**src/xbar_pkg.sv**
```systemverilog
package xbar_pkg;

  // Array geometry
  localparam int num_in_x = 2;
  localparam int num_in_y = 2;
  localparam int num_in = num_in_x * num_in_y;
  localparam int lg_num_in = $clog2(num_in);

  // Coordinate fields at the bottom of a tile-link word
  localparam int x_cord_width = 1;
  localparam int y_cord_width = 1;

  // Word widths
  localparam int link_width = 16;
  localparam int xbar_width = link_width - x_cord_width - y_cord_width + lg_num_in;

  // Input buffer depth
  localparam int fifo_els = 2;

endpackage

```
**src/link_to_crossbar.sv**
```systemverilog
`timescale 1ns/1ps

module link_to_crossbar (
  // Tile side
  input  logic [xbar_pkg::num_in-1:0]                            link_v_i,
  input  logic [xbar_pkg::num_in-1:0][xbar_pkg::link_width-1:0] link_data_i,
  output logic [xbar_pkg::num_in-1:0]                            link_ready_o,
  output logic [xbar_pkg::num_in-1:0]                            link_v_o,
  output logic [xbar_pkg::num_in-1:0][xbar_pkg::link_width-1:0] link_data_o,
  input  logic [xbar_pkg::num_in-1:0]                            link_ready_i,
  // Crossbar side
  output logic [xbar_pkg::num_in-1:0]                            in_v_o,
  output logic [xbar_pkg::num_in-1:0][xbar_pkg::xbar_width-1:0] in_data_o,
  input  logic [xbar_pkg::num_in-1:0]                            in_ready_i,
  input  logic [xbar_pkg::num_in-1:0]                            out_v_i,
  input  logic [xbar_pkg::num_in-1:0][xbar_pkg::xbar_width-1:0] out_data_i,
  output logic [xbar_pkg::num_in-1:0]                            out_ready_o
);

  logic [xbar_pkg::num_in-1:0][xbar_pkg::x_cord_width-1:0] x_cord_in;
  logic [xbar_pkg::num_in-1:0][xbar_pkg::y_cord_width-1:0] y_cord_in;
  logic [xbar_pkg::num_in-1:0][xbar_pkg::lg_num_in-1:0]    dest_idx;
  logic [xbar_pkg::num_in-1:0][xbar_pkg::x_cord_width-1:0] x_cord_out;
  logic [xbar_pkg::num_in-1:0][xbar_pkg::y_cord_width-1:0] y_cord_out;

  for (genvar y = 0; y < xbar_pkg::num_in_y; y++) begin : g_row
    for (genvar x = 0; x < xbar_pkg::num_in_x; x++) begin : g_col
      localparam int lane = y * xbar_pkg::num_in_x + x;

      // Tile to crossbar: coordinates become a flat port index
      assign x_cord_in[lane] = link_data_i[lane][0+:xbar_pkg::x_cord_width];
      assign y_cord_in[lane] =
        link_data_i[lane][xbar_pkg::x_cord_width+:xbar_pkg::y_cord_width];
      assign dest_idx[lane] = (xbar_pkg::lg_num_in)'(
        int'(x_cord_in[lane]) + int'(y_cord_in[lane]) * xbar_pkg::num_in_x);

      assign in_data_o[lane] = {
        link_data_i[lane][xbar_pkg::link_width-1:
                          xbar_pkg::x_cord_width+xbar_pkg::y_cord_width],
        dest_idx[lane]
      };
      assign in_v_o[lane]       = link_v_i[lane];
      assign link_ready_o[lane] = in_ready_i[lane];

      // Crossbar to tile: split the index back into x and y
      assign x_cord_out[lane] = (xbar_pkg::x_cord_width)'(
        int'(out_data_i[lane][xbar_pkg::lg_num_in-1:0]) % xbar_pkg::num_in_x);
      assign y_cord_out[lane] = (xbar_pkg::y_cord_width)'(
        int'(out_data_i[lane][xbar_pkg::lg_num_in-1:0]) / xbar_pkg::num_in_x);

      assign link_data_o[lane] = {
        out_data_i[lane][xbar_pkg::xbar_width-1:xbar_pkg::lg_num_in],
        y_cord_out[lane],
        x_cord_out[lane]
      };
      assign link_v_o[lane]    = out_v_i[lane];
      assign out_ready_o[lane] = link_ready_i[lane];
    end
  end

endmodule

```
**src/manycore_xbar_top.sv**
```systemverilog
`timescale 1ns/1ps

module manycore_xbar_top (
  input  logic                                                   clk_i,
  input  logic                                                   reset_i,
  // Tile to crossbar
  input  logic [xbar_pkg::num_in-1:0]                            link_v_i,
  input  logic [xbar_pkg::num_in-1:0][xbar_pkg::link_width-1:0] link_data_i,
  output logic [xbar_pkg::num_in-1:0]                            link_ready_o,
  // Crossbar to tile
  output logic [xbar_pkg::num_in-1:0]                            link_v_o,
  output logic [xbar_pkg::num_in-1:0][xbar_pkg::link_width-1:0] link_data_o,
  input  logic [xbar_pkg::num_in-1:0]                            link_ready_i
);

  logic [xbar_pkg::num_in-1:0]                            in_v;
  logic [xbar_pkg::num_in-1:0][xbar_pkg::xbar_width-1:0] in_data;
  logic [xbar_pkg::num_in-1:0]                            in_ready;
  logic [xbar_pkg::num_in-1:0]                            head_v;
  logic [xbar_pkg::num_in-1:0][xbar_pkg::xbar_width-1:0] head_data;
  logic [xbar_pkg::num_in-1:0]                            head_yumi;
  logic [xbar_pkg::num_in-1:0]                            out_v;
  logic [xbar_pkg::num_in-1:0][xbar_pkg::xbar_width-1:0] out_data;
  logic [xbar_pkg::num_in-1:0]                            out_ready;
  logic [xbar_pkg::num_in-1:0][xbar_pkg::num_in-1:0]     arb_reqs;
  logic [xbar_pkg::num_in-1:0][xbar_pkg::num_in-1:0]     arb_grants;
  logic [xbar_pkg::num_in-1:0]                            arb_accept;

  link_to_crossbar adapter (
    .link_v_i     (link_v_i),
    .link_data_i  (link_data_i),
    .link_ready_o (link_ready_o),
    .link_v_o     (link_v_o),
    .link_data_o  (link_data_o),
    .link_ready_i (link_ready_i),
    .in_v_o       (in_v),
    .in_data_o    (in_data),
    .in_ready_i   (in_ready),
    .out_v_i      (out_v),
    .out_data_i   (out_data),
    .out_ready_o  (out_ready)
  );

  // One buffer per input and one arbiter per output
  for (genvar p = 0; p < xbar_pkg::num_in; p++) begin : g_port
    xbar_fifo #(.els_p(xbar_pkg::fifo_els)) in_fifo (
      .clk_i   (clk_i),
      .reset_i (reset_i),
      .v_i     (in_v[p]),
      .data_i  (in_data[p]),
      .ready_o (in_ready[p]),
      .v_o     (head_v[p]),
      .data_o  (head_data[p]),
      .yumi_i  (head_yumi[p])
    );

    xbar_rr_arbiter #(.inputs_p(xbar_pkg::num_in)) out_arb (
      .clk_i    (clk_i),
      .reset_i  (reset_i),
      .reqs_i   (arb_reqs[p]),
      .accept_i (arb_accept[p]),
      .grants_o (arb_grants[p])
    );
  end

  xbar_switch xbar (
    .head_v_i     (head_v),
    .head_data_i  (head_data),
    .head_yumi_o  (head_yumi),
    .out_v_o      (out_v),
    .out_data_o   (out_data),
    .out_ready_i  (out_ready),
    .arb_reqs_o   (arb_reqs),
    .arb_grants_i (arb_grants),
    .arb_accept_o (arb_accept)
  );

endmodule

```
**src/xbar_fifo.sv**
```systemverilog
`timescale 1ns/1ps

module xbar_fifo #(
  parameter int els_p = xbar_pkg::fifo_els
) (
  input  logic                            clk_i,
  input  logic                            reset_i,
  input  logic                            v_i,
  input  logic [xbar_pkg::xbar_width-1:0] data_i,
  output logic                            ready_o,
  output logic                            v_o,
  output logic [xbar_pkg::xbar_width-1:0] data_o,
  input  logic                            yumi_i
);

  logic [xbar_pkg::xbar_width-1:0] mem_r [els_p];
  logic [$clog2(els_p)-1:0]        wptr_r;
  logic [$clog2(els_p)-1:0]        rptr_r;
  logic [$clog2(els_p+1)-1:0]      count_r;
  logic                            enq;
  logic                            deq;

  function automatic logic [$clog2(els_p)-1:0] next_ptr(input logic [$clog2(els_p)-1:0] ptr);
    if (ptr == ($clog2(els_p))'(els_p - 1)) begin
      return '0;
    end
    return ptr + 1'b1;
  endfunction

  // Ready depends only on occupancy, never on yumi
  assign ready_o = (count_r != ($clog2(els_p+1))'(els_p));
  assign v_o     = (count_r != '0);
  assign data_o  = mem_r[rptr_r];
  assign enq     = v_i & ready_o;
  assign deq     = yumi_i;

  always_ff @(posedge clk_i) begin
    if (enq) begin
      mem_r[wptr_r] <= data_i;
    end
  end

  always_ff @(posedge clk_i) begin
    if (reset_i) begin
      wptr_r  <= '0;
      rptr_r  <= '0;
      count_r <= '0;
    end else begin
      if (enq) begin
        wptr_r <= next_ptr(wptr_r);
      end
      if (deq) begin
        rptr_r <= next_ptr(rptr_r);
      end
      case ({enq, deq})
        2'b10:   count_r <= count_r + 1'b1;
        2'b01:   count_r <= count_r - 1'b1;
        default: count_r <= count_r;
      endcase
    end
  end

  // The switch only pops a head that is actually there
  a_no_yumi_empty: assert property (@(posedge clk_i) disable iff (reset_i)
    yumi_i |-> v_o);

  // A waiting head stays put until it is taken
  a_head_stable: assert property (@(posedge clk_i) disable iff (reset_i)
    (v_o && !yumi_i) |=> (v_o && $stable(data_o)));

endmodule

```
**src/xbar_rr_arbiter.sv**
```systemverilog
`timescale 1ns/1ps

module xbar_rr_arbiter #(
  parameter int inputs_p = xbar_pkg::num_in
) (
  input  logic                clk_i,
  input  logic                reset_i,
  input  logic [inputs_p-1:0] reqs_i,
  input  logic                accept_i,
  output logic [inputs_p-1:0] grants_o
);

  logic [xbar_pkg::lg_num_in-1:0] ptr_r;
  logic [xbar_pkg::lg_num_in-1:0] grant_idx;
  logic                           found;

  // First requester at or after the pointer wins
  always_comb begin
    logic [xbar_pkg::lg_num_in-1:0] cand;
    grants_o  = '0;
    grant_idx = ptr_r;
    found     = 1'b0;
    for (int k = 0; k < inputs_p; k++) begin
      cand = (xbar_pkg::lg_num_in)'((int'(ptr_r) + k) % inputs_p);
      if (!found && reqs_i[cand]) begin
        found           = 1'b1;
        grant_idx       = cand;
        grants_o[cand]  = 1'b1;
      end
    end
  end

  // An unaccepted grant parks the pointer on the winner, so it holds
  // even if a new request shows up ahead of it
  always_ff @(posedge clk_i) begin
    if (reset_i) begin
      ptr_r <= '0;
    end else if (accept_i) begin
      if (grant_idx == (xbar_pkg::lg_num_in)'(inputs_p - 1)) begin
        ptr_r <= '0;
      end else begin
        ptr_r <= grant_idx + 1'b1;
      end
    end else if (found) begin
      ptr_r <= grant_idx;
    end
  end

  a_grant_onehot: assert property (@(posedge clk_i) disable iff (reset_i)
    $onehot0(grants_o) && ((grants_o == '0) == (reqs_i == '0)));

  // Relies on the buffer head holding its request until popped
  a_grant_hold: assert property (@(posedge clk_i) disable iff (reset_i)
    (found && !accept_i) |=> (grants_o == $past(grants_o)));

endmodule

```
**src/xbar_switch.sv**
```systemverilog
`timescale 1ns/1ps

module xbar_switch (
  // Buffer heads
  input  logic [xbar_pkg::num_in-1:0]                            head_v_i,
  input  logic [xbar_pkg::num_in-1:0][xbar_pkg::xbar_width-1:0] head_data_i,
  output logic [xbar_pkg::num_in-1:0]                            head_yumi_o,
  // Outputs toward the tiles
  output logic [xbar_pkg::num_in-1:0]                            out_v_o,
  output logic [xbar_pkg::num_in-1:0][xbar_pkg::xbar_width-1:0] out_data_o,
  input  logic [xbar_pkg::num_in-1:0]                            out_ready_i,
  // Arbiters, indexed by output then input
  output logic [xbar_pkg::num_in-1:0][xbar_pkg::num_in-1:0]     arb_reqs_o,
  input  logic [xbar_pkg::num_in-1:0][xbar_pkg::num_in-1:0]     arb_grants_i,
  output logic [xbar_pkg::num_in-1:0]                            arb_accept_o
);

  // Each head asks for exactly the output named in its index field
  for (genvar o = 0; o < xbar_pkg::num_in; o++) begin : g_req_out
    for (genvar i = 0; i < xbar_pkg::num_in; i++) begin : g_req_in
      assign arb_reqs_o[o][i] = head_v_i[i] &&
        (head_data_i[i][xbar_pkg::lg_num_in-1:0] == (xbar_pkg::lg_num_in)'(o));
    end
  end

  always_comb begin
    out_v_o      = '0;
    out_data_o   = '0;
    arb_accept_o = '0;
    head_yumi_o  = '0;
    for (int o = 0; o < xbar_pkg::num_in; o++) begin
      out_v_o[o]      = |arb_grants_i[o];
      arb_accept_o[o] = out_v_o[o] & out_ready_i[o];
      for (int i = 0; i < xbar_pkg::num_in; i++) begin
        // Grants are one-hot so an OR mux is enough
        if (arb_grants_i[o][i]) begin
          out_data_o[o] = out_data_o[o] | head_data_i[i];
        end
        head_yumi_o[i] = head_yumi_o[i] | (arb_grants_i[o][i] & out_ready_i[o]);
      end
    end
  end

endmodule

```
**config.mk**
```make
export PLATFORM = sky130hd
export DESIGN_NAME = manycore_xbar_top
export DESIGN_NICKNAME = d
export VERILOG_FILES = /design/src/xbar_pkg.sv /design/src/link_to_crossbar.sv /design/src/manycore_xbar_top.sv /design/src/xbar_fifo.sv /design/src/xbar_rr_arbiter.sv /design/src/xbar_switch.sv
export SDC_FILE = /design/constraint.sdc
export NUM_CORES = 1
export LEC_CHECK = 0
export BUFFER_PORTS_ARGS = -buffer_cell sky130_fd_sc_hd__buf_4
export CORE_MARGIN = 3
export CORE_UTILIZATION = 63
export DETAILED_ROUTE_END_ITERATION = 16
export GPL_TIMING_DRIVEN = 0
export PLACE_DENSITY_LB_ADDON = 0.12
export SETUP_SLACK_MARGIN = 0.1
export SYNTH_ARGS = -nofsm -noshare
export SYNTH_HDL_FRONTEND = slang
export SYNTH_HIERARCHICAL = 1
export SYNTH_SLANG_ARGS = --single-unit
```
**constraint.sdc**
```tcl
create_clock -name clk_i -period 7.7 [get_ports clk_i]
set_input_delay 1.54 -clock clk_i [delete_from_list [all_inputs] [get_ports clk_i]]
set_output_delay 1.54 -clock clk_i [all_outputs]
set_load 0.005 [all_outputs]
```
# Word-level counts from Yosys, hierarchy flattened
# Memories as Yosys holds them, arrays and structs flattened. A register that Yosys moved wholly into a read port is not among the register bits.
# Index checks and enable logic that the tools add are counted.
# Widths: inputs -> output; s select.
# totals
ff_bits	24
n_memories	4
output_inout_bits	72
ramBits	128
# classes
reduce_logical	76
bitwise_logic	60
n_mux	196
addsub	36
eq_ne	28
magnitude_cmp	32
# memory_table
name	depth	width	rd	rd_ports_with_merged_regs	wr	line_no	source
g_port[0].in_fifo.mem_r	2	16	1	1	1	xbar_fifo.sv:16	logic [xbar_pkg::xbar_width-1:0] mem_r [els_p];
g_port[1].in_fifo.mem_r	2	16	1	1	1	xbar_fifo.sv:16	
g_port[2].in_fifo.mem_r	2	16	1	1	1	xbar_fifo.sv:16	
g_port[3].in_fifo.mem_r	2	16	1	1	1	xbar_fifo.sv:16	
# ops
cell	count
$mux 16	16
$or 16x16->16	12
$mux 1	104
$mux 4	16
$lt 2x3->1 const B	16
$mux 2	24
$or 4x4->4	12
$logic_and 1x1->1	44
$bmux 1 s2	16
$demux 1 s2	16
$eq 2x2->1 const B	16
$ge 2x1->1 const B	16
$add 2x1->2 const B	12
$and 1x1->1	24
$reduce_bool 2->1	12
$add 2x2->2 const B	8
$eq 2x1->1 const B	8
$pmux 2 s2	4
$reduce_or 4->1	4
$logic_not 1->1	12
$or 1x1->1	12
$add 1x1->1 const B	8
$add 1x2->2	4
$logic_not 2->1	4
2 further kinds	8

# Longest topological paths before layout
# Gate-level depths: netlist of run 1.
# logic_depth
depth_word	23
depth_mapped	19
mapped_depth_nobuf	14

# By module
# The synthesis of run 1 kept the hierarchy.
# by_module_without_submodules
module	cells_each	seq_area_each_um2	area_per_inst_um2	instances
xbar_fifo	73	1061.0	1366.3	4
xbar_switch	264	0.0	1641.6	1
xbar_rr_arbiter at g_port[1].out_arb ...	70	40.0	555.5	2
link_to_crossbar	144	0.0	1081.0	1
xbar_rr_arbiter at g_port[3].out_arb	65	40.0	583.1	1
xbar_rr_arbiter at g_port[0].out_arb	69	40.0	554.3	1

# Worst setup path after synthesis of run 1
# OpenSTA, ideal clock, no wires.
# synth_path
kind	reg2out
startpoint	register with a tool-made name
endpoint	output link_data_o[37] (netlist name)
required_time_ns	6.160
path_slack_ns	2.798
path_stages_with_launch	15
arrival_ns	3.362
path_cell_list	dfxtp_1 -> buf_2 -> buf_2 -> mux2_2 -> and3b_1 -> clkbuf_1 -> mux4_1 -> a211oi_1 -> a22oi_1 -> o21ai_0 -> buf_2 -> buf_1 -> a22oi_1 -> nand2_1 -> buf_4
# synth_lines
item	line_no	source
end, declared	manycore_xbar_top.sv:12	output logic [xbar_pkg::num_in-1:0][xbar_pkg::link_width-1:0] link_data_o,

==> results of run 1 <==
## final timing paths
path                                             startpoint                                        end  cells after the start
setup reg to reg                                       flop  g_port[0].in_fifo/count_r[1]$_SDFFE_PP0P_                     17
hold / removal    g_port[3].in_fifo/count_r[1]$_SDFFE_PP0P_  g_port[3].in_fifo/count_r[1]$_SDFFE_PP0P_                      2
setup / recovery                                       flop                            link_data_o[42]                     15
hold reg to reg   g_port[3].in_fifo/count_r[1]$_SDFFE_PP0P_  g_port[3].in_fifo/count_r[1]$_SDFFE_PP0P_                      2
## through the flow
step | worst slack (ns) | total power [µW] | instance area (µm²) | hold slack [ns]
after global routing | 1.01 | 4780 | 11800 | 0.521
after detailed placement | 1.93 | 3700 | 11300 | 0.493
final | 1.35 | 4510 | 11800 | 0.500
after floorplan | 2.80 | 2850 | 10400 | 0.461
after global placement | 1.91 | 3670 | 11300 | 0.480
after CTS | 1.44 | 4500 | 11800 | 0.502
## sequential cells by signal, indices dropped and copies added (netlist names), named ones only
signal	cells
g_port.in_fifo/count_r	8
g_port.in_fifo/mem_r	128
g_port.in_fifo/rptr_r	4
g_port.in_fifo/wptr_r	4
g_port.out_arb/ptr_r	8
## layout by cell type (no fill, tap or decap), types with 7 or more instances in the layout
| master | synthesis | routed |
|---|---|---|
| sky130_fd_sc_hd__nand2b_1 | 7 | 7 |
| sky130_fd_sc_hd__o21ai_0 | 22 | 22 |
| sky130_fd_sc_hd__clkbuf_1 | 10 | 10 |
| sky130_fd_sc_hd__clkbuf_16 | 0 | 17 |
| sky130_fd_sc_hd__buf_1 | 11 | 11 |
| sky130_fd_sc_hd__buf_4 | 151 | 224 |
| sky130_fd_sc_hd__nand3_1 | 9 | 9 |
| sky130_fd_sc_hd__dfxtp_1 | 28 | 28 |
| sky130_fd_sc_hd__edfxtp_1 | 128 | 128 |
| sky130_fd_sc_hd__a21oi_1 | 17 | 17 |
| sky130_fd_sc_hd__nand3b_1 | 8 | 8 |
| sky130_fd_sc_hd__nor2_1 | 42 | 42 |
| sky130_fd_sc_hd__nor3_1 | 9 | 9 |
| sky130_fd_sc_hd__nor3b_1 | 8 | 8 |
| sky130_fd_sc_hd__a22oi_1 | 169 | 169 |
| sky130_fd_sc_hd__inv_1 | 17 | 17 |
| sky130_fd_sc_hd__xnor2_1 | 15 | 15 |
| sky130_fd_sc_hd__nand2_1 | 79 | 79 |
| sky130_fd_sc_hd__mux2i_1 | 9 | 9 |
| sky130_fd_sc_hd__and3_1 | 8 | 8 |
| sky130_fd_sc_hd__buf_2 | 25 | 25 |
| sky130_fd_sc_hd__ha_1 | 24 | 24 |
| sky130_fd_sc_hd__or3_1 | 7 | 7 |
| sky130_fd_sc_hd__and3b_1 | 8 | 8 |
| sky130_fd_sc_hd__mux2_2 | 68 | 68 |
| sky130_fd_sc_hd__buf_6 | 9 | 9 |
## logic make-up (layout without fill, tap and decap cells)
logic type                 Yosys count  in the layout  share of synthesized area
buffers and inverters              226            331                      0.145
and+or+nand+nor                    221            221                      0.114
muxes                               85             85                     0.0987
DFF                                156            156                      0.422
AOI/OAI and AO/OA                  242            242                      0.174
adders and majority gates           24             24                     0.0288
xor gates and xnor gates            20             20                     0.0175
## area by class of cell
| type | count | area [µm²] |
|---|---|---|
| Buffer | 206 | 1440 |
| Clock buffer | 17 | 425 |
| Clock inverter | 15 | 130 |
| Fill cell | 1148 | 4250 |
| Inverter | 20 | 76.3 |
| Multi-Input combinational cell | 592 | 4520 |
| Sequential cell | 156 | 4400 |
| Tap cell | 216 | 270 |
| Timing Repair Buffer | 73 | 548 |
## routing by layer
| metal | vias to the layer above | track usage |
|---|---|---|
| met3 | 56 | 0.0432 |
| li1 | 3701 | - |
| met5 | - | 0 |
| met1 | 3752 | 0.367 |
| met4 | 0 | 0.0916 |
| met2 | 395 | 0.459 |
## tightest hold or removal path, cell delays in order (launching register included)
cell	delay, ns
sky130_fd_sc_hd__dfxtp_1	0.33
sky130_fd_sc_hd__o21ai_0	0.07
sky130_fd_sc_hd__a21oi_1	0.06
## where the power goes
| part | switching [µW] | internal (µW) | leakage, µW |
|---|---|---|---|
| registers | 55.1 | 1050 | 0.00143 |
| clock network | 353 | 424 | 0.000270 |
| logic | 1300 | 1330 | 0.00314 |
| total | 1710 | 2800 | 0.00484 |
## synth_stat cells (7+ instances only)
| library cell | count |
|---|---|
| sky130_fd_sc_hd__and3_1 | 8 |
| sky130_fd_sc_hd__clkbuf_1 | 10 |
| sky130_fd_sc_hd__ha_1 | 24 |
| sky130_fd_sc_hd__or3_1 | 7 |
| sky130_fd_sc_hd__nor3_1 | 9 |
| sky130_fd_sc_hd__o21ai_0 | 22 |
| sky130_fd_sc_hd__nor2_1 | 42 |
| sky130_fd_sc_hd__inv_1 | 17 |
| sky130_fd_sc_hd__nand3_1 | 9 |
| sky130_fd_sc_hd__dfxtp_1 | 28 |
| sky130_fd_sc_hd__buf_1 | 11 |
| sky130_fd_sc_hd__mux2_2 | 68 |
| sky130_fd_sc_hd__a21oi_1 | 17 |
| sky130_fd_sc_hd__buf_6 | 9 |
| sky130_fd_sc_hd__nand3b_1 | 8 |
| sky130_fd_sc_hd__edfxtp_1 | 128 |
| sky130_fd_sc_hd__buf_2 | 25 |
| sky130_fd_sc_hd__nand2b_1 | 7 |
| sky130_fd_sc_hd__and3b_1 | 8 |
| sky130_fd_sc_hd__nor3b_1 | 8 |
| sky130_fd_sc_hd__a22oi_1 | 169 |
| sky130_fd_sc_hd__xnor2_1 | 15 |
| sky130_fd_sc_hd__mux2i_1 | 9 |
| sky130_fd_sc_hd__nand2_1 | 79 |
| sky130_fd_sc_hd__buf_4 | 151 |
==> out/metrics.csv, run 1 <==
stage,metric,value,unit
run_status,result_of_the_run,"finished, final reports clean",
floorplan,die_area,18100,µm²
timing,final.min_clock_period,6.35,ns
place,numPlacedInstances,1263,
global_route,grt_start_max_net_pins,32,
synthesis,netlist_top_cells_area,"sky130_fd_sc_hd__edfxtp_1 (37%), sky130_fd_sc_hd__a22oi_1 (12%), sky130_fd_sc_hd__buf_4 (11%), sky130_fd_sc_hd__mux2_2 (7.3%), sky130_fd_sc_hd__dfxtp_1 (5.4%)",
timing,grt_setup_unrepaired,no,
synthesis,synth_seq_cells,156,
clocking,cts_setup_buffers,0,
timing,finalCritPeriodShare,0.824,
timing,slew-limit-headroom,0.432,
global_route,grt_first_pass_wirelength,38800,µm
place,dp_hpwl,18800,µm
setup_path,critical_path_arrival,4.81,ns
clocking,cts.path.max_buffers,2,
setup_path,cp_slowest_cell,sky130_fd_sc_hd__mux4_1,
clocking,cts_htree_levels,4,
clocking,cts_repair_resize_count,0,
floorplan,rows,46,
clocking,cts_made_buffers,17,
setup_path,reg2reg_setup_slack,2.76,ns
worst_hold_path,worst_hold_path_type,flop to flop,
final_layout,nNetsFinal,1164,
setup_path,timing.critical_path.buf_inv,7,
setup_path,cell_family_contributing_the_most_delay_on_the_critical_path,buffers and inverters,
timing,fin_skew,0.00565,ns
clocking,cts_tree,done,
final_layout,drive_above_1_share,0.365,
drt,vias_per_cell,6.10,
clocking,cts.root.buffer_cell,sky130_fd_sc_hd__clkbuf_16,
synthesis,syn-cell-area,10400,µm²
synthesis,synth_largest_type_area_fraction,0.368,
floorplan,fp.dieH,135,µm
synthesis,postSynthCellCount,974,
job,maxCapViolCount,0,
setup_path,timing.critical_path.from_type,flop,
synthesis,synth_flop_cell,sky130_fd_sc_hd__edfxtp_1,
setup_path,cp-end-kind,primary output,
synthesis,synthesis.area_per_instance,10.7,µm²
synthesis,synth_nets,1072,
synthesis,synth_edf_count,128,
floorplan,core_region_area,16100,µm²
setup_path,critPathMaxFanout,10,
final_layout,final-instance-count-excl-fill,1295,
power_and_ir_drop,irDropWorstVdd,0.000335,V
timing,finalHoldViolCount,0,
synthesis,async_flop_share,0,
drt,drt-pass1-iter-count,6,
drt,wl_per_cell,19.3,µm
setup_path,crit_top_cell,sky130_fd_sc_hd__buf_2,
power_and_ir_drop,power.density,382,nW/µm²
setup_path,worstSetupPathType,flop to primary output,
synthesis,synth_sequential_area_ratio,0.422,
drt,antenna_left,0,
drt,route.detailed.drc,0,
drt,met3_wirelength,1770,µm
drt,route.met2.wl,12400,µm
clocking,cts_clock_pin_slew_for_the_worst_setup_and_hold_paths,0.06,ns
global_route,grt_pass1_vias,7467,
clocking,clock_latency,0.42,ns
timing,worst_slew_pin_slew,0.852,ns
drt,wirelength,25000,µm
setup_path,endpoint_required_time_on_the_critical_path,6.16,ns
global_route,grt_usage,0.274,
synthesis,netlist.top_cell.by_area,sky130_fd_sc_hd__edfxtp_1,
setup_path,critical_path.cell_chain,"buf_2, buf_2, mux2_2, and3b_1, clkbuf_1, mux4_1, a211oi_1, a22oi_1, o21ai_0, buf_2, buf_1, a22oi_1, nand2_1, buf_4, buf_4",
place,numPortBuffers,73,
drt,top_layer,met4,
power_and_ir_drop,power.leakage,0.00484,µW
timing,final-setup-viol-count,0,
clocking,clock-sinks,156,
synthesis,netlist-cell-type-count,61,
final_layout,area_delta_synth_final,13.2,%
timing,timing.setup.tns,0,ns
clocking,post_cts_hold_buffer_count,0,
timing,timing.fmax,158,MHz
global_route,grt_antenna_before_repair,0,
global_route,gr-total-overflow,0,
drt,met1Wirelength,10200,µm
final_layout,n_antenna_cell,0,
drt,detailroute.via_count,7904,
setup_path,max_stage_delay,0.65,ns
synthesis,yosysWarnings,6,
floorplan,pin_count,146,
place,gpl_congestion,0.920,
drt,initialDrtViolationCount,1036,
final_layout,final_util,0.735,
floorplan,die_w,135,µm
floorplan,initial_core_util,0.650,
timing,slew_viol_final,0,
(Power assumes the default switching activity.)
==> run 2: changes to the inputs <==
--- a/config.mk
+++ b/config.mk
@@ -7,7 +7,7 @@
 export LEC_CHECK = 0
 export BUFFER_PORTS_ARGS = -buffer_cell sky130_fd_sc_hd__buf_4
 export CORE_MARGIN = 3
-export CORE_UTILIZATION = 63
+export CORE_UTILIZATION = 53
 export DETAILED_ROUTE_END_ITERATION = 16
 export GPL_TIMING_DRIVEN = 0
 export PLACE_DENSITY_LB_ADDON = 0.12
==> constraint.sdc (replaced) <==
create_clock -name clk_i -period 5.8 [get_ports clk_i]
set_input_delay 1.16 -clock clk_i [delete_from_list [all_inputs] [get_ports clk_i]]
set_output_delay 1.16 -clock clk_i [all_outputs]
set_load 0.005 [all_outputs]
==> run 2 against run 1 <==
  * Clock power grew 39%
  * Via count shrank 0.54%
  * First-iteration DRC count shrank 26%
  * Sequential power grew 33%
  * Register-to-register slack lost 1.5 ns
  * Power grew 35%
  * Sequential share of layout area shrank 0.32 points
  * Global-route usage shrank 3.2 points
  * Wire length grew 6.3%
  * Worst hold slack gained 0.0060 ns
  * Sequential cell count is the same
  * Clock skew grew 0.0036 ns
  * Highest routed layer unchanged
==> out/metrics.csv, run 2 (synthesis gave the netlist of run 1 again) <==
stage,metric,value,unit,change
setup_path,timing.critical_path.from_type,flop,,
drt,route.detailed.drc,0,,unchanged
drt,wl_per_cell,19.9,µm,+2.9%
drt,wirelength,26600,µm,+6.3%
run_status,result_of_the_run,"finished, final reports clean",,
final_layout,top_regs,"g_port.in_fifo/mem_r (128), g_port.in_fifo/count_r (8), g_port.out_arb/ptr_r (8)",,
final_layout,mostFrequentLayoutCells,"sky130_fd_sc_hd__buf_4 (224), sky130_fd_sc_hd__a22oi_1 (169), sky130_fd_sc_hd__edfxtp_1 (128)",,
power_and_ir_drop,switching_share,0.385,,+0.00609
power_and_ir_drop,irDropWorstVdd,0.000339,V,+1.2%
floorplan,rows,50,,+8.7%
timing,final-setup-viol-count,0,,unchanged
drt,drt-pass1-iter-count,5,,-1
job,maxCapViolCount,0,,unchanged
timing,finalCritPeriodShare,0.950,,
floorplan,die_w,146,µm,+8.6%
power_and_ir_drop,power.density,511,nW/µm²,+34%
drt,antenna_left,0,,unchanged
power_and_ir_drop,seqPwrFrac,0.240,,-0.004
final_layout,finish.instance_area,11900,µm²,+0.87%
global_route,grt_first_pass_wirelength,40700,µm,+4.9%
power_and_ir_drop,switching_power,2340,µW,+37%
clocking,cts_made_buffers,17,,unchanged
final_layout,area_delta_synth_final,14.1,%,
final_layout,nNetsFinal,1163,,-0.086%
setup_path,endpoint_required_time_on_the_critical_path,4.64,ns,-1.52 ns
place,dp_hpwl,19600,µm,+4.3%
place,gpl_congestion,0.883,,-4.0%
setup_path,worst_reg2reg_path_length_in_cells,16,,-1
timing,slew-limit-headroom,0.454,,+0.0222
timing,timing.fmax,181,MHz,
clocking,cts_clock_pin_slew_for_the_worst_setup_and_hold_paths,0.07,ns,about the same
drt,detailroute.via_count,7861,,-0.54%
final_layout,final_common_cell,sky130_fd_sc_hd__buf_4,,
timing,grt_setup_unrepaired,no,,
clocking,clock_latency,0.43,ns,about the same
power_and_ir_drop,share_comb_of_total_power,0.583,,about the same
setup_path,endpoint,link_data_o[63],,
floorplan,initial_core_util,0.549,,-0.101
power_and_ir_drop,post-layout-total-power,6090,µW,+35%
global_route,grt_usage,0.242,,-0.0323
timing,timing.setup.tns,0,ns,unchanged
timing,fin_skew,0.00924,ns,+0.00358 ns
place,place_ws,0.269,ns,-1.67 ns
worst_hold_path,worst_hold_path_type,flop to flop,,
clocking,cts.root.buffer_cell,sky130_fd_sc_hd__clkbuf_16,,
final_layout,largest_register,g_port.in_fifo/mem_r,,
timing,final.min_clock_period,5.51,ns,
power_and_ir_drop,internal_power,3750,µW,+34%
global_route,grt_start_max_net_pins,32,,unchanged
floorplan,pin_count,146,,unchanged
place,dpl_cell_area,11300,µm²,+0.49%
global_route,grt_antenna_before_repair,0,,unchanged
drt,vias_per_cell,5.88,,-3.7%
setup_path,worstSetupPathType,flop to primary output,,
setup_path,reg2reg_setup_slack,1.23,ns,-1.53 ns
floorplan,fp.dieH,146,µm,+8.6%
power_and_ir_drop,power.leakage,0.00489,µW,+1.1%
final_layout,drive_above_1_share,0.384,,+0.0189
global_route,grt_pass1_vias,7544,,+1.0%
floorplan,core_region_area,19000,µm²,+18%
timing,worst_slew_pin_slew,0.819,ns,-0.0333 ns
timing,finalHoldViolCount,0,,unchanged
clocking,clock-sinks,156,,unchanged
global_route,gr-total-overflow,0,,unchanged
power_and_ir_drop,pwr-share-clk,0.177,,+0.005
final_layout,final_util,0.626,,-0.109
setup_path,cp-end-kind,primary output,,
timing,pnr_worst_setup_slack,0.290,ns,-1.06 ns
clocking,cts.path.max_buffers,2,,unchanged
clocking,cts_tree,done,,
final_layout,max_reg_flops,128,,unchanged
clocking,cts_htree_levels,4,,unchanged
setup_path,critPathMaxFanout,10,,unchanged
setup_path,critical_path.reg2reg.endpoint,g_port[0].in_fifo/count_r[1]$_SDFFE_PP0P_,,
setup_path,critical_path_arrival,4.35,ns,-0.46 ns
drt,initialDrtViolationCount,765,,-26%
place,numPortBuffers,73,,unchanged
floorplan,die_area,21400,µm²,+18%
final_layout,n_antenna_cell,0,,unchanged
timing,slew_viol_final,0,,unchanged
[run 2: power groups by stage]
stage / logic [µW] / registers, µW / clock network [µW]
floorplan: 2320 / 1460 / 0
global placement: 3440 / 1480 / 0
detailed placement: 3480 / 1490 / 0
CTS: 3510 / 1460 / 1090
global route: 3830 / 1480 / 1140
finish: 3550 / 1460 / 1080
[run 2: cell type report]
class / instances / area [µm²]
Fill cell: 1622 / 7110
Multi-Input combinational cell: 592 / 4530
Sequential cell: 156 / 4400
Buffer: 205 / 1460
Timing Repair Buffer: 73 / 548
Clock buffer: 17 / 425
Tap cell: 260 / 325
Clock inverter: 15 / 144
Inverter: 20 / 76.3
[run 2: how the worst min path moves through the flow]
stage | cells after the start | endpoint | start
global placement | 2 | g_port[3].in_fifo/count_r[1]$_SDFFE_PP0P_ | g_port[3].in_fifo/count_r[1]$_SDFFE_PP0P_
finish | 2 | flop | g_port[0].in_fifo/rptr_r$_SDFFE_PP0P_
floorplan | 2 | g_port[0].in_fifo/count_r[1]$_SDFFE_PP0P_ | g_port[0].in_fifo/count_r[1]$_SDFFE_PP0P_
detailed placement | 2 | flop | g_port[0].in_fifo/rptr_r$_SDFFE_PP0P_
CTS | 2 | g_port[0].in_fifo/count_r[1]$_SDFFE_PP0P_ | g_port[0].in_fifo/count_r[1]$_SDFFE_PP0P_
global route | 2 | g_port[2].in_fifo/count_r[1]$_SDFFE_PP0P_ | g_port[2].in_fifo/count_r[1]$_SDFFE_PP0P_
[run 2: timing repair]
item | CTS | global route
resized for setup | 11 | 13
setup buffers | 0 | 0
hold buffers | 0 | 0
setup endpoints to repair | 31 | 51
[run 2: layer usage]
layer	vias to the layer above	wire length (µm)	part of all wire	track usage
met1	3799	11100	0.42	0.316
met3	35	1670	0.063	0.0416
li1	3696	-	-	-
met2	331	13300	0.50	0.413
met5	-	0	0	0
met4	0	571	0.021	0.0767
[run 2: worst max-delay path: stages, from the launching register on]
cell and delay [ns]:
sky130_fd_sc_hd__dfxtp_1 0.31, sky130_fd_sc_hd__buf_2 0.21, sky130_fd_sc_hd__clkbuf_4 0.28, sky130_fd_sc_hd__mux2_2 0.45, sky130_fd_sc_hd__and3_1 0.20, sky130_fd_sc_hd__buf_6 0.14
sky130_fd_sc_hd__mux4_2 0.54, sky130_fd_sc_hd__and2b_2 0.28, sky130_fd_sc_hd__a22oi_1 0.07, sky130_fd_sc_hd__o21ai_0 0.22, sky130_fd_sc_hd__buf_6 0.18, sky130_fd_sc_hd__clkbuf_1 0.49
sky130_fd_sc_hd__a22oi_1 0.19, sky130_fd_sc_hd__nand2_1 0.14, sky130_fd_sc_hd__buf_4 0.12, sky130_fd_sc_hd__buf_4 0.10
[run 2: stage by stage]
| stage | cells | hold slack (ns) |
|---|---|---|
| detailed placement | 1307 | 0.500 |
| global route | 1338 | 0.547 |
| CTS | 1338 | 0.511 |
| floorplan | 974 | 0.461 |
| finish | 1338 | 0.507 |
| global placement | 1307 | 0.482 |
==> run 3: changes to the inputs <==
--- a/config.mk
+++ b/config.mk
@@ -6,6 +6,7 @@
 export NUM_CORES = 1
 export LEC_CHECK = 0
 export BUFFER_PORTS_ARGS = -buffer_cell sky130_fd_sc_hd__buf_4
+export CORE_ASPECT_RATIO = 0.5
 export CORE_MARGIN = 3
 export CORE_UTILIZATION = 53
 export DETAILED_ROUTE_END_ITERATION = 16
==> run 3 against run 2 <==
  * Critical path depth is the same
  * Clock power increased by 6%
  * Highest routed layer unchanged
  * Cell area increased by 0.34%
  * Sequential cell count unchanged
  * Fmax up 0.90%
  * Combinational power about the same
  * Global-route usage is 0.39 points higher
  * Non-clock buffer count shrank 1
==> out/metrics.csv, run 3 (synthesis gave the netlist of run 1 again) <==
stage,metric,value,unit,change
final_layout,area_delta_synth_final,14.5,%,
timing,slew_viol_final,0,,unchanged
timing,finalHoldViolCount,0,,unchanged
place,dpl_cell_area,11300,µm²,about the same
setup_path,endpoint_required_time_on_the_critical_path,4.64,ns,about the same
drt,initialDrtViolationCount,801,,+4.7%
global_route,grt_usage,0.246,,+0.00394
timing,grt_setup_unrepaired,yes,,
power_and_ir_drop,power.leakage,0.00489,µW,about the same
clocking,post_cts_hold_buffer_count,0,,unchanged
timing,final-setup-viol-count,0,,unchanged
place,numPortBuffers,73,,unchanged
run_status,result_of_the_run,"finished, final reports clean",,
final_layout,top_regs,"g_port.in_fifo/mem_r (128), g_port.in_fifo/count_r (8), g_port.out_arb/ptr_r (8)",,
clocking,clock_latency,0.43,ns,about the same
timing,final.min_clock_period,5.46,ns,-0.0491 ns
floorplan,fp.dieH,105,µm,-28%
drt,drt-pass1-iter-count,6,,+1
clocking,cts.path.max_buffers,2,,unchanged
setup_path,max_stage_delay,0.60,ns,+0.06 ns
timing,slew-limit-headroom,0.436,,-0.0181
floorplan,initial_core_util,0.554,,+0.00547
floorplan,die_area,21500,µm²,+0.48%
final_layout,largest_register,g_port.in_fifo/mem_r,,
place,numPlacedInstances,1306,,-0.077%
global_route,grt_pass1_vias,7732,,+2.5%
worst_hold_path,cell_depth_of_the_worst_hold_path,2,,unchanged
setup_path,timing.critical_path.from_type,flop,,
final_layout,final-instance-count-excl-fill,1336,,-0.15%
final_layout,mostFrequentLayoutCells,"sky130_fd_sc_hd__buf_4 (224), sky130_fd_sc_hd__a22oi_1 (169), sky130_fd_sc_hd__edfxtp_1 (128)",,
power_and_ir_drop,irDropWorstVdd,0.000341,V,+0.59%
global_route,grt_antenna_before_repair,0,,unchanged
drt,wirelength,26700,µm,+0.44%
floorplan,rows,35,,-30%
setup_path,critical_path_arrival,4.30,ns,-0.05 ns
drt,antenna_left,0,,unchanged
timing,finalCritPeriodShare,0.942,,-0.00846
floorplan,die_w,204,µm,+40%
drt,route.detailed.drc,0,,unchanged
setup_path,cp-end-kind,primary output,,
final_layout,final_common_cell,sky130_fd_sc_hd__buf_4,,
timing,timing.setup.tns,0,ns,unchanged
setup_path,crit_top_cell,sky130_fd_sc_hd__buf_2,,
worst_hold_path,worst_hold_path_type,flop to flop,,
clocking,cts_htree_levels,4,,unchanged
clocking,cts_made_buffers,17,,unchanged
power_and_ir_drop,power.density,515,nW/µm²,+0.66%
clocking,cts_tree,done,,
global_route,grt_start_max_net_pins,32,,unchanged
drt,detailroute.via_count,7941,,+1.0%
setup_path,worst_reg2reg_path_length_in_cells,17,,+1
clocking,cts.root.buffer_cell,sky130_fd_sc_hd__clkbuf_16,,
place,dp_hpwl,20400,µm,+4.1%
timing,fin_skew,0.0129,ns,+0.00368 ns
setup_path,critical_path.cell_chain,"buf_2, clkbuf_4, mux2_2, and3b_1, clkbuf_1, mux4_2, a211oi_4, a22oi_1, o21ai_1, buf_2, buf_2, a22oi_1, nand2_1, buf_4, buf_4",,
final_layout,finish.instance_area,12000,µm²,+0.34%
timing,timing.fmax,183,MHz,+0.90%
drt,vias_per_cell,5.94,,+1.2%
global_route,grt_first_pass_wirelength,41400,µm,+1.8%
global_route,gr-total-overflow,0,,unchanged
clocking,cts_setup_buffers,0,,unchanged
clocking,clock-sinks,156,,unchanged
setup_path,cp_slowest_cell,sky130_fd_sc_hd__mux4_2,,
final_layout,drive_above_1_share,0.383,,-0.000572
job,maxCapViolCount,0,,unchanged
final_layout,max_reg_flops,128,,unchanged
final_layout,n_antenna_cell,0,,unchanged
timing,worst_slew_pin_slew,0.846,ns,+0.0272 ns
final_layout,nNetsFinal,1162,,-0.086%
setup_path,critPathMaxFanout,10,,unchanged
drt,wl_per_cell,20.0,µm,+0.59%
clocking,cts_clock_pin_slew_for_the_worst_setup_and_hold_paths,0.07,ns,about the same
floorplan,core_region_area,18800,µm²,-0.99%
power_and_ir_drop,post-layout-total-power,6150,µW,+1.0%
setup_path,worstSetupPathType,flop to primary output,,
floorplan,pin_count,146,,unchanged
place,gpl_congestion,0.887,,+0.45%
==> run 3: changes by cell type in the layout (fill, tap and decap cells not counted), sizes merged <==
cell / previous run / this run
clkbuf: 32 / 36
clkinvlp: 1 / 3
inv: 29 / 24
clkinv: 5 / 7
buf: 263 / 258
bufinv: 0 / 1
==> run 3: path summary, 6_finish.rpt <==
| kind | from | endpoint | slack [ns] |
|---|---|---|---|
| setup / recovery | flop | link_data_o[42] | 0.34 |
| setup reg to reg | flop | g_port[2].in_fifo/count_r[1]$_SDFFE_PP0P_ | 1.33 |
| hold reg to reg | g_port[1].in_fifo/count_r[1]$_SDFFE_PP0P_ | g_port[1].in_fifo/count_r[1]$_SDFFE_PP0P_ | 0.51 |
| hold / removal | g_port[1].in_fifo/count_r[1]$_SDFFE_PP0P_ | g_port[1].in_fifo/count_r[1]$_SDFFE_PP0P_ | 0.51 |
==> run 3: per-layer routing <==
layer	global-route usage	wire [µm]	vias to the layer above
met5	0	0	-
met4	0.0461	267	0
met3	0.0410	2040	23
met2	0.404	12900	345
met1	0.348	11500	3886
li1	-	-	3687
==> run 3: area by class of cell <==
| cell class | count | area, µm² |
|---|---|---|
| flip-flops and latches | 156 | 4400 |
| clock buffers | 17 | 425 |
| repair buffers | 73 | 548 |
| inverters | 20 | 76.3 |
| well taps | 259 | 324 |
| fillers | 1533 | 6880 |
| clock inverters | 15 | 179 |
| plain buffers | 204 | 1460 |
| multi-input cells | 592 | 4530 |
==> run 3: repair_timing <==
item	in CTS	in global routing
resized for setup	8	21
setup endpoints to repair	24	53
gates cloned	0	0
==> run 3: through the flow <==
stage	utilization	worst slack, ns	hold slack [ns]
floorplan	-	1.28	0.461
global placement	0.601	0.361	0.476
detailed placement	0.601	0.287	0.494
CTS	0.633	0.0849	0.507
global route	0.635	0.0905	0.552
finish	0.635	0.339	0.505
==> run 3: report_power, final <==
part	total, µW	switching, µW	internal (µW)
Clock	1140	519	616
Combinational	3550	1760	1790
Sequential	1460	74.3	1390
==> run 3: critical path: cells and delay by family (launching register included) <==
| family | cells | cell delay, ns |
|---|---|---|
| simple gates | 2 | 0.34 |
| compound gates | 4 | 0.74 |
| flops | 1 | 0.30 |
| mux | 2 | 1.04 |
| buf+inv | 7 | 1.43 |
